===== src/hw/fir_pkg.sv =====
//********************************************************************
// fir package
// widths, tap counts, pipeline latency, vector types and the fixed
// coefficient table of the 38-tap symmetric FIR filter
//********************************************************************

`default_nettype none

package fir_pkg;

	//********************************************************************
	// sizes
	//********************************************************************

	// sample, coefficient and internal width
	localparam int DATA_W = 18;

	// filter length and unique coefficient count of the symmetric fold
	localparam int NUM_TAPS = 38;
	localparam int NUM_UNIQ = NUM_TAPS / 2;

	// adder tree depth, 19 products need five pairwise levels
	localparam int TREE_LEVELS = $clog2(NUM_UNIQ);

	// pre-add register then product register
	localparam int PAIR_STAGES = 2;

	// enabled edges after the sampling edge until o_out holds the result
	localparam int LATENCY = PAIR_STAGES + TREE_LEVELS;

	//********************************************************************
	// types
	//********************************************************************

	// one sample, coefficient, partial sum or output word
	typedef logic signed [DATA_W-1:0] sample_t;

	// delay line contents, element 0 is the newest sample
	typedef sample_t [NUM_TAPS-1:0] tap_vec_t;

	// products entering the adder tree
	typedef sample_t [NUM_UNIQ-1:0] pair_vec_t;

	//********************************************************************
	// coefficients
	//********************************************************************

	// c[j] weights taps j and NUM_TAPS-1-j
	localparam sample_t COEFFS [NUM_UNIQ] = '{
		18'sd88,
		18'sd0,
		-18'sd97,
		-18'sd197,
		-18'sd294,
		-18'sd380,
		-18'sd447,
		-18'sd490,
		-18'sd504,
		-18'sd481,
		-18'sd420,
		-18'sd319,
		-18'sd178,
		18'sd0,
		18'sd212,
		18'sd451,
		18'sd710,
		18'sd980,
		18'sd1252
	};

endpackage

`default_nettype wire


===== src/hw/tap_delay_line.sv =====
//********************************************************************
// tap delay line
// shift register of the last 38 samples, all taps visible at once
//********************************************************************

`default_nettype none

module tap_delay_line (
	input  logic               clk,
	input  logic               reset,
	input  logic               i_clk_ena,
	input  fir_pkg::sample_t   i_sample,
	output fir_pkg::tap_vec_t  o_taps
);

	// oldest sample at the top index
	localparam int OLDEST = fir_pkg::NUM_TAPS - 1;

	// shifts on every enabled edge, valid or not, so the history
	// keeps the real sample spacing
	always_ff @(posedge clk or posedge reset) begin
		if (reset) begin
			o_taps <= '0;
		end else if (i_clk_ena) begin
			// new sample in at element 0, oldest drops out
			o_taps <= {o_taps[OLDEST-1:0], i_sample};
		end
	end

endmodule

`default_nettype wire


===== src/hw/pair_multiply.sv =====
//********************************************************************
// pair multiply
// pre-adds each mirrored tap pair and weights it by its coefficient,
// one register stage for each step
//********************************************************************

`default_nettype none

module pair_multiply (
	input  logic                clk,
	input  logic                i_clk_ena,
	input  fir_pkg::tap_vec_t   i_taps,
	output fir_pkg::pair_vec_t  o_products
);

	// tap j plus tap NUM_TAPS-1-j
	fir_pkg::pair_vec_t pre_sum_q;

	//********************************************************************
	// pre-adders
	//********************************************************************

	for (genvar j = 0; j < fir_pkg::NUM_UNIQ; j++) begin : g_pre_add
		// mirror partner of tap j
		localparam int MIRROR = fir_pkg::NUM_TAPS - 1 - j;

		// sum keeps DATA_W bits and wraps
		always_ff @(posedge clk) begin
			if (i_clk_ena) begin
				pre_sum_q[j] <= i_taps[j] + i_taps[MIRROR];
			end
		end
	end

	//********************************************************************
	// coefficient multipliers
	//********************************************************************

	for (genvar j = 0; j < fir_pkg::NUM_UNIQ; j++) begin : g_mult
		// only the low DATA_W bits of the product are kept
		always_ff @(posedge clk) begin
			if (i_clk_ena) begin
				o_products[j] <= pre_sum_q[j] * fir_pkg::COEFFS[j];
			end
		end
	end

endmodule

`default_nettype wire


===== src/hw/adder_tree.sv =====
//********************************************************************
// adder tree
// registered pairwise reduction of the products, odd leftovers ride
// a bye register, counts 19 10 5 3 2 1
//********************************************************************

`default_nettype none

module adder_tree (
	input  logic                clk,
	input  logic                i_clk_ena,
	input  fir_pkg::pair_vec_t  i_products,
	output fir_pkg::sample_t    o_sum
);

	//********************************************************************
	// levels
	//********************************************************************

	// level lvl reduces ceil(NUM_UNIQ / 2^(lvl-1)) inputs
	for (genvar lvl = 1; lvl <= fir_pkg::TREE_LEVELS; lvl++) begin : g_level
		localparam int SPAN  = 1 << (lvl - 1);
		localparam int N_IN  = (fir_pkg::NUM_UNIQ + SPAN - 1) / SPAN;
		localparam int N_OUT = (N_IN + 1) / 2;
		localparam int N_ADD = N_IN / 2;

		// inputs of this level
		fir_pkg::sample_t in_d [N_IN];

		// registered outputs of this level
		fir_pkg::sample_t sum_q [N_OUT];

		// first level reads the products, later ones the level below
		if (lvl == 1) begin : g_src
			for (genvar i = 0; i < N_IN; i++) begin : g_in
				assign in_d[i] = i_products[i];
			end
		end else begin : g_src
			for (genvar i = 0; i < N_IN; i++) begin : g_in
				assign in_d[i] = g_level[lvl-1].sum_q[i];
			end
		end

		// neighbouring pairs, wrapping at DATA_W bits
		for (genvar i = 0; i < N_ADD; i++) begin : g_add
			always_ff @(posedge clk) begin
				if (i_clk_ena) begin
					sum_q[i] <= in_d[2*i] + in_d[2*i+1];
				end
			end
		end

		// odd count, last element just takes one cycle
		if (N_IN % 2 == 1) begin : g_bye
			always_ff @(posedge clk) begin
				if (i_clk_ena) begin
					sum_q[N_OUT-1] <= in_d[N_IN-1];
				end
			end
		end
	end

	//********************************************************************
	// output
	//********************************************************************

	// last level has a single element
	assign o_sum = g_level[fir_pkg::TREE_LEVELS].sum_q[0];

endmodule

`default_nettype wire


===== src/hw/valid_pipe.sv =====
//********************************************************************
// valid pipe
// delays i_valid so that o_valid lines up with the adder tree output
//********************************************************************

`default_nettype none

module valid_pipe (
	input  logic clk,
	input  logic reset,
	input  logic i_clk_ena,
	input  logic i_valid,
	output logic o_valid
);

	// bit 0 is taken on the sampling edge together with tap 0,
	// then LATENCY more enabled edges to reach the tree output
	logic [fir_pkg::LATENCY:0] valid_q;

	always_ff @(posedge clk or posedge reset) begin
		if (reset) begin
			valid_q <= '0;
		end else if (i_clk_ena) begin
			// advances only with the datapath, so stalls keep alignment
			valid_q <= {valid_q[fir_pkg::LATENCY-1:0], i_valid};
		end
	end

	assign o_valid = valid_q[fir_pkg::LATENCY];

endmodule

`default_nettype wire


===== src/hw/fir_top.sv =====
//********************************************************************
// fir top
// 38-tap symmetric FIR filter, delay line, folded multipliers,
// pipelined adder tree and a matching valid delay
//********************************************************************

`default_nettype none

module fir_top (
	input  logic             clk,
	input  logic             reset,
	input  logic             i_clk_ena,
	input  logic             i_valid,
	input  fir_pkg::sample_t i_in,
	output logic             o_valid,
	output fir_pkg::sample_t o_out
);

	// all taps of the delay line
	fir_pkg::tap_vec_t  taps;

	// one product per unique coefficient
	fir_pkg::pair_vec_t products;

	//********************************************************************
	// datapath
	//********************************************************************

	// sample enters tap 0 on the sampling edge
	tap_delay_line u_tap_delay_line (
		.clk       (clk),
		.reset     (reset),
		.i_clk_ena (i_clk_ena),
		.i_sample  (i_in),
		.o_taps    (taps)
	);

	// fold mirrored taps, then weight them
	pair_multiply u_pair_multiply (
		.clk        (clk),
		.i_clk_ena  (i_clk_ena),
		.i_taps     (taps),
		.o_products (products)
	);

	// five registered levels down to one sum
	adder_tree u_adder_tree (
		.clk        (clk),
		.i_clk_ena  (i_clk_ena),
		.i_products (products),
		.o_sum      (o_out)
	);

	//********************************************************************
	// valid
	//********************************************************************

	// o_valid marks the o_out word that holds a valid input's result
	valid_pipe u_valid_pipe (
		.clk       (clk),
		.reset     (reset),
		.i_clk_ena (i_clk_ena),
		.i_valid   (i_valid),
		.o_valid   (o_valid)
	);

endmodule

`default_nettype wire


===== config.mk =====
export PLATFORM = sky130hd
export DESIGN_NAME = fir_top
export DESIGN_NICKNAME = d
export VERILOG_FILES = /design/src/hw/fir_pkg.sv /design/src/hw/tap_delay_line.sv /design/src/hw/pair_multiply.sv /design/src/hw/adder_tree.sv /design/src/hw/valid_pipe.sv /design/src/hw/fir_top.sv
export SDC_FILE = /design/constraint.sdc
export NUM_CORES = 2
export LEC_CHECK = 0
export BUFFER_PORTS_ARGS = -buffer_cell sky130_fd_sc_hd__buf_2
export CAP_MARGIN = 20
export CELL_PAD_IN_SITES_DETAIL_PLACEMENT = 1
export CELL_PAD_IN_SITES_GLOBAL_PLACEMENT = 1
export CORE_ASPECT_RATIO = 1.4
export CORE_UTILIZATION = 35
export DETAILED_ROUTE_END_ITERATION = 10
export PLACE_DENSITY = 0.63
export SLEW_MARGIN = 20
export SYNTH_ARGS = -nofsm -noshare
export SYNTH_HDL_FRONTEND = slang
export SYNTH_SLANG_ARGS = --single-unit
export TNS_END_PERCENT = 100

===== constraint.sdc =====
create_clock -name clk -period 39.4 [get_ports clk]
set_input_delay 3.94 -clock clk [delete_from_list [all_inputs] [get_ports clk]]
set_output_delay 3.94 -clock clk [all_outputs]
set_load 0.1 [all_outputs]

==> results by stage <==
Min path:
- The path category of the worst min-delay check is flip-flop to flip-flop.
- The worst hold path was traced through 0 stages.

Flow run:
- Max-cap violations in this run came to 0.

Final layout:
- The number of nets at the end of the flow is 10,700.
- The final cell count without fillers is between 10,000 and 15,000.
- The ratio of cells with drive above 1 in the final layout is a little under an eighth.
- The top cell types in the final layout, fill and taps aside, are 1,285 x sky130_fd_sc_hd__ha_1, 1,236 x sky130_fd_sc_hd__inv_1, 939 x sky130_fd_sc_hd__edfxtp_1.
- Compared with the post-synthesis result, the final layout area differs by 10.5%.
- Leaving out fill and tap cells, the most frequent cell in the layout is sky130_fd_sc_hd__ha_1.
- The final-layout fill cell count is ~32,000.
- The utilization after layout is 38.9%.

CTS:
- For the worst-skew pair, the clock arrives at the later sink with an insertion delay of 0.86 ns.
- The root buffer cell chosen for the clock tree is sky130_fd_sc_hd__clkbuf_16.
- The clock slew at the register clock pins of the worst setup and hold paths is 0.06 ns.
- The buffer levels on the longest clock path is 4.
- TritonCTS created approximately 180 clock buffers.
- The post-cts sizing count is 0.
- The CTS tree is done.
- The hold buffer count at cts is 0.
- The number of setup buffers added after CTS is 0.
- The level count of the clock H-tree is 4.
- The sink count of the clock tree is 1,625.

Die:
- The width of the die is 465 um.
- The die footprint is around 300,000 um^2.
- The number of top-level design ports is 41.
- From bottom edge to top edge, the die measures 650 um.
- The initial standard-cell utilization of the core is 35.2%.
- The total core area is about 300,000 um^2.
- In this run the core area contains around 240 standard-cell rows.

Setup path:
- The cell family contributing the most delay on the critical path is buffers and inverters.
- The number of cells traversed by the worst register-to-register path is 17.
- The critical path crosses 7 cells after its start point.
- The library cell appearing most often on the critical path is sky130_fd_sc_hd__buf_4.
- The end point of the critical path is u_adder_tree.g_level[5].sum_q[0][13]$_DFFE_PP_.
- STA classifies the critical path startpoint as an input port.
- The setup slack of the worst register-to-register path is roughly 34 ns.
- Of all nets on the critical path, the largest fanout is roughly 170.
- The delay contributed by the slowest stage of the critical path is around 0.9 ns.
- In this run the critical register-to-register path is launched from u_pair_multiply.pre_sum_q[77]$_DFFE_PP_.
- The critical path is of the input port to flip-flop type.
- The destination of the worst register-to-register timing path is u_pair_multiply.o_products[89]$_DFFE_PP_.
- The category of the worst setup path capture point is a flip-flop.
- Traced cell by cell, the critical path runs through buf_12 -> buf_12 -> buf_4 -> buf_4 -> buf_4 -> buf_4 -> buf_4.
- STA puts the critical path data arrival time at roughly 9.8 ns.
- Tracing the worst setup path back leads to its startpoint at i_clk_ena.
- The number of buffer and inverter instances along the worst setup path is 7.
- The required time of the critical path is about 40 ns.
- For this design, the slowest cell found on the critical path is sky130_fd_sc_hd__buf_4.

Logic synthesis:
- The number of instances in the synthesized netlist is 8,699.
- After synthesis, the share of flip-flops with an asynchronous set or reset is 42.2%.
- The post-synthesis net count is 10,500.
- The synthesized-area fraction occupied by ao, oa, aoi and oai cells is a little under a tenth.
- The adder and majority gate portion of the synthesized area is 24.4%.
- The synthesized netlist contains between 70 and 80 unique library cells.
- The synthesized netlist devotes under 10% of its cell area to simple gates.
- The synthesized netlist occupies a cell area of between 100,000 and 150,000 um^2.
- Averaged over all synthesized cells, the footprint is 12.1 um^2.
- The most area-hungry cell type in the Yosys netlist is sky130_fd_sc_hd__edfxtp_1.
- Summing the areas of all xor and xnor instances in the mapped netlist gives approximately 6.2% of the synthesized area.
- Counting flops with a built-in enable in the synthesized netlist gives around 940.
- The flip-flop cell with the highest count after synthesis is sky130_fd_sc_hd__edfxtp_1.
- The part of the Yosys area used for sequential elements is 43.2%.
- By area the synthesized netlist is led by sky130_fd_sc_hd__edfxtp_1 27%, sky130_fd_sc_hd__dfrtp_1 16%, sky130_fd_sc_hd__ha_1 15%.
- The combinational family with the most area after synthesis is adder cells.
- The Yosys warning count is 0.
- The portion of synthesized area spent on multiplexers is roughly 7.1%.
- Counting flops and latches in the post-synthesis netlist gives 1,625.
- The area share of the largest cell type after synthesis is a little over a quarter.

Timing:
- For the final routed database, the setup TNS stands at 0 ns.
- The achievable clock frequency is approximately 0.11 GHz.
- Setup repair after global routing left no endpoint under its margin.
- Setup violations remaining at the end of the flow were counted as 0.
- The time the final worst path needs with I/O delays and setup is slightly above 9 ns.
- The hold violation total from the final report is 0.
- The worst pin sits at a relative slew slack of between 20% and 30%.
- The slew at the pin with the worst max-slew slack is approximately 1.1 ns.
- The worst hold slack is 0.380 ns.
- The final-report max-slew violation count is 0.
- Of the available clock period, the critical path in the final layout requires about a quarter.
- The final setup skew is between 0.05 and 0.06 ns.

Placed design:
- Once placement completed, the tool counted placed cells totaling between 10,000 and 15,000.
- The count of buffers inserted at the top-level ports is 40.
- The HPWL after detailed placement is ~200 mm.
- The routability congestion estimate from global placement is 0.846.

Global routing:
- The via count of the first global-routing pass is approximately 73,000.
- The maximum number of pins on one net before global-route repair is about 180.
- The overall track demand over capacity in global routing is around 17%.
- The global-route congestion overflow total is 0.
- The first global-routing pass estimated around 400 mm of wire.
- The number of antenna violations at the first check in global routing is 4.

Drt:
- The count of TritonRoute iterations in the first routing pass is 5.
- Wires add up to around 250 mm.
- After detailed routing, the number of remaining DRC violations is 0.
- Using the TritonRoute via totals, the vias-per-cell ratio works out to 5.01.
- The first routing iteration left 2,187 violations.
- The final routed wire length divided by cell count is between 15 and 20 um.
- The count of nets left with antenna violations once routing finished came out at 0.
- The via count of the routed design is between 60,000 and 70,000.

Outcome:
- The run finished with clean final reports.
-- layout make-up --
class / instances / area (um^2) / share of cell area (%)
multi-input cells: 5757 / 54600 / 47.1
repair buffers: 69 / 462 / 0.398
diodes: 4 / 10.0 / 0.00864
clock inverters: 90 / 893 / 0.771
inverters: 1237 / 4650 / 4.01
well taps: 3943 / 4930 / 4.26
clock buffers: 235 / 4980 / 4.30
flip-flops and latches: 1625 / 45400 / 39.1
-- Yosys cell counts (9+ instances only) --
master	count
sky130_fd_sc_hd__o22ai_1	21
sky130_fd_sc_hd__edfxtp_1	939
sky130_fd_sc_hd__a31oi_1	35
sky130_fd_sc_hd__o21a_1	148
sky130_fd_sc_hd__xnor2_1	584
sky130_fd_sc_hd__or2_2	11
sky130_fd_sc_hd__nand2_1	264
sky130_fd_sc_hd__o41ai_1	14
sky130_fd_sc_hd__o21ai_0	217
sky130_fd_sc_hd__and2_1	24
sky130_fd_sc_hd__o311ai_1	14
sky130_fd_sc_hd__ha_1	1285
sky130_fd_sc_hd__nand3b_1	10
sky130_fd_sc_hd__or3_1	19
sky130_fd_sc_hd__nand4_1	28
sky130_fd_sc_hd__or4_1	10
sky130_fd_sc_hd__o31ai_1	34
sky130_fd_sc_hd__o211ai_1	29
sky130_fd_sc_hd__a211o_1	25
sky130_fd_sc_hd__o21ai_1	39
sky130_fd_sc_hd__dfrtp_1	686
sky130_fd_sc_hd__fa_1	477
sky130_fd_sc_hd__clkbuf_1	79
sky130_fd_sc_hd__o31a_1	34
sky130_fd_sc_hd__xor2_1	154
sky130_fd_sc_hd__nor2_1	320
sky130_fd_sc_hd__o311ai_0	10
sky130_fd_sc_hd__a41o_1	12
sky130_fd_sc_hd__inv_1	1237
sky130_fd_sc_hd__nand3_1	86
sky130_fd_sc_hd__a21oi_1	422
sky130_fd_sc_hd__mux2_2	652
sky130_fd_sc_hd__a221oi_1	14
sky130_fd_sc_hd__a211oi_1	76
sky130_fd_sc_hd__a311oi_1	14
sky130_fd_sc_hd__nor4_1	16
sky130_fd_sc_hd__o21bai_1	61
sky130_fd_sc_hd__a31o_2	9
sky130_fd_sc_hd__nand2b_1	58
sky130_fd_sc_hd__nor3_1	113
sky130_fd_sc_hd__a21o_1	167
sky130_fd_sc_hd__nor2b_1	85
sky130_fd_sc_hd__a21boi_0	14
sky130_fd_sc_hd__and3_1	42
sky130_fd_sc_hd__a21boi_1	12
-- flip-flops by register name (all words and copies together), names as in the netlist --
register / flops
u_tap_delay_line.o_taps: 678
u_adder_tree.g_level.sum_q: 367
u_pair_multiply.o_products: 286
u_pair_multiply.pre_sum_q: 286
u_valid_pipe.valid_q: 8
-- cell families after synthesis --
logic type	Yosys count
flops	1625
simple gates	1118
xor+xnor	738
fa+ha+maj	1762
compound gates	1479
mux	660
buf+inv	1317
-- through the flow --
step / setup slack [ns] / cell area, um^2
2_1_floorplan: 16.23 / 105000
3_3_place_gp: 29.42 / 110000
3_5_place_dp: 29.25 / 110000
4_1_cts: 30.17 / 116000
5_1_grt: 29.58 / 116000
6_report: 30.09 / 116000
-- routing by layer --
| layer | global-route usage (%) | share of wire (%) |
|---|---|---|
| met1 | 17.4 | 37 |
| met2 | 34.0 | 56 |
| met3 | 1.65 | 1.9 |
| met4 | 7.29 | 4.6 |
| met5 | 0 | 0 |
-- worst min-delay path by stage --
stage	slack, ns	to	start
2_1_floorplan	0.40	u_adder_tree.g_level[1].sum_q[0][10]$_DFFE_PP_	u_pair_multiply.o_products[10]$_DFFE_PP_
3_3_place_gp	0.40	u_adder_tree.g_level[1].sum_q[9][17]$_DFFE_PP_	u_pair_multiply.o_products[341]$_DFFE_PP_
3_5_place_dp	0.41	u_adder_tree.g_level[1].sum_q[0][16]$_DFFE_PP_	u_pair_multiply.o_products[16]$_DFFE_PP_
4_1_cts	0.37	u_adder_tree.g_level[1].sum_q[5][1]$_DFFE_PP_	u_pair_multiply.o_products[199]$_DFFE_PP_
5_1_grt	0.38	u_adder_tree.g_level[1].sum_q[5][1]$_DFFE_PP_	u_pair_multiply.o_products[199]$_DFFE_PP_
6_report	0.38	u_adder_tree.g_level[1].sum_q[5][1]$_DFFE_PP_	u_pair_multiply.o_products[199]$_DFFE_PP_
-- worst register-to-register path: cells and delay by family, from the launching register on --
kind / cells / cell delay, ns
adders and majority gates: 6 / 2.58
and+or+nand+nor: 1 / 0.07
DFF: 1 / 0.45
xor gates and xnor gates: 1 / 0.19
AOI/OAI and AO/OA: 5 / 1.42
buffers and inverters: 4 / 0.29
Power is left out: the tool's default activity adds up to more than one toggle a clock period on the data nets, which glitch-free logic cannot reach.
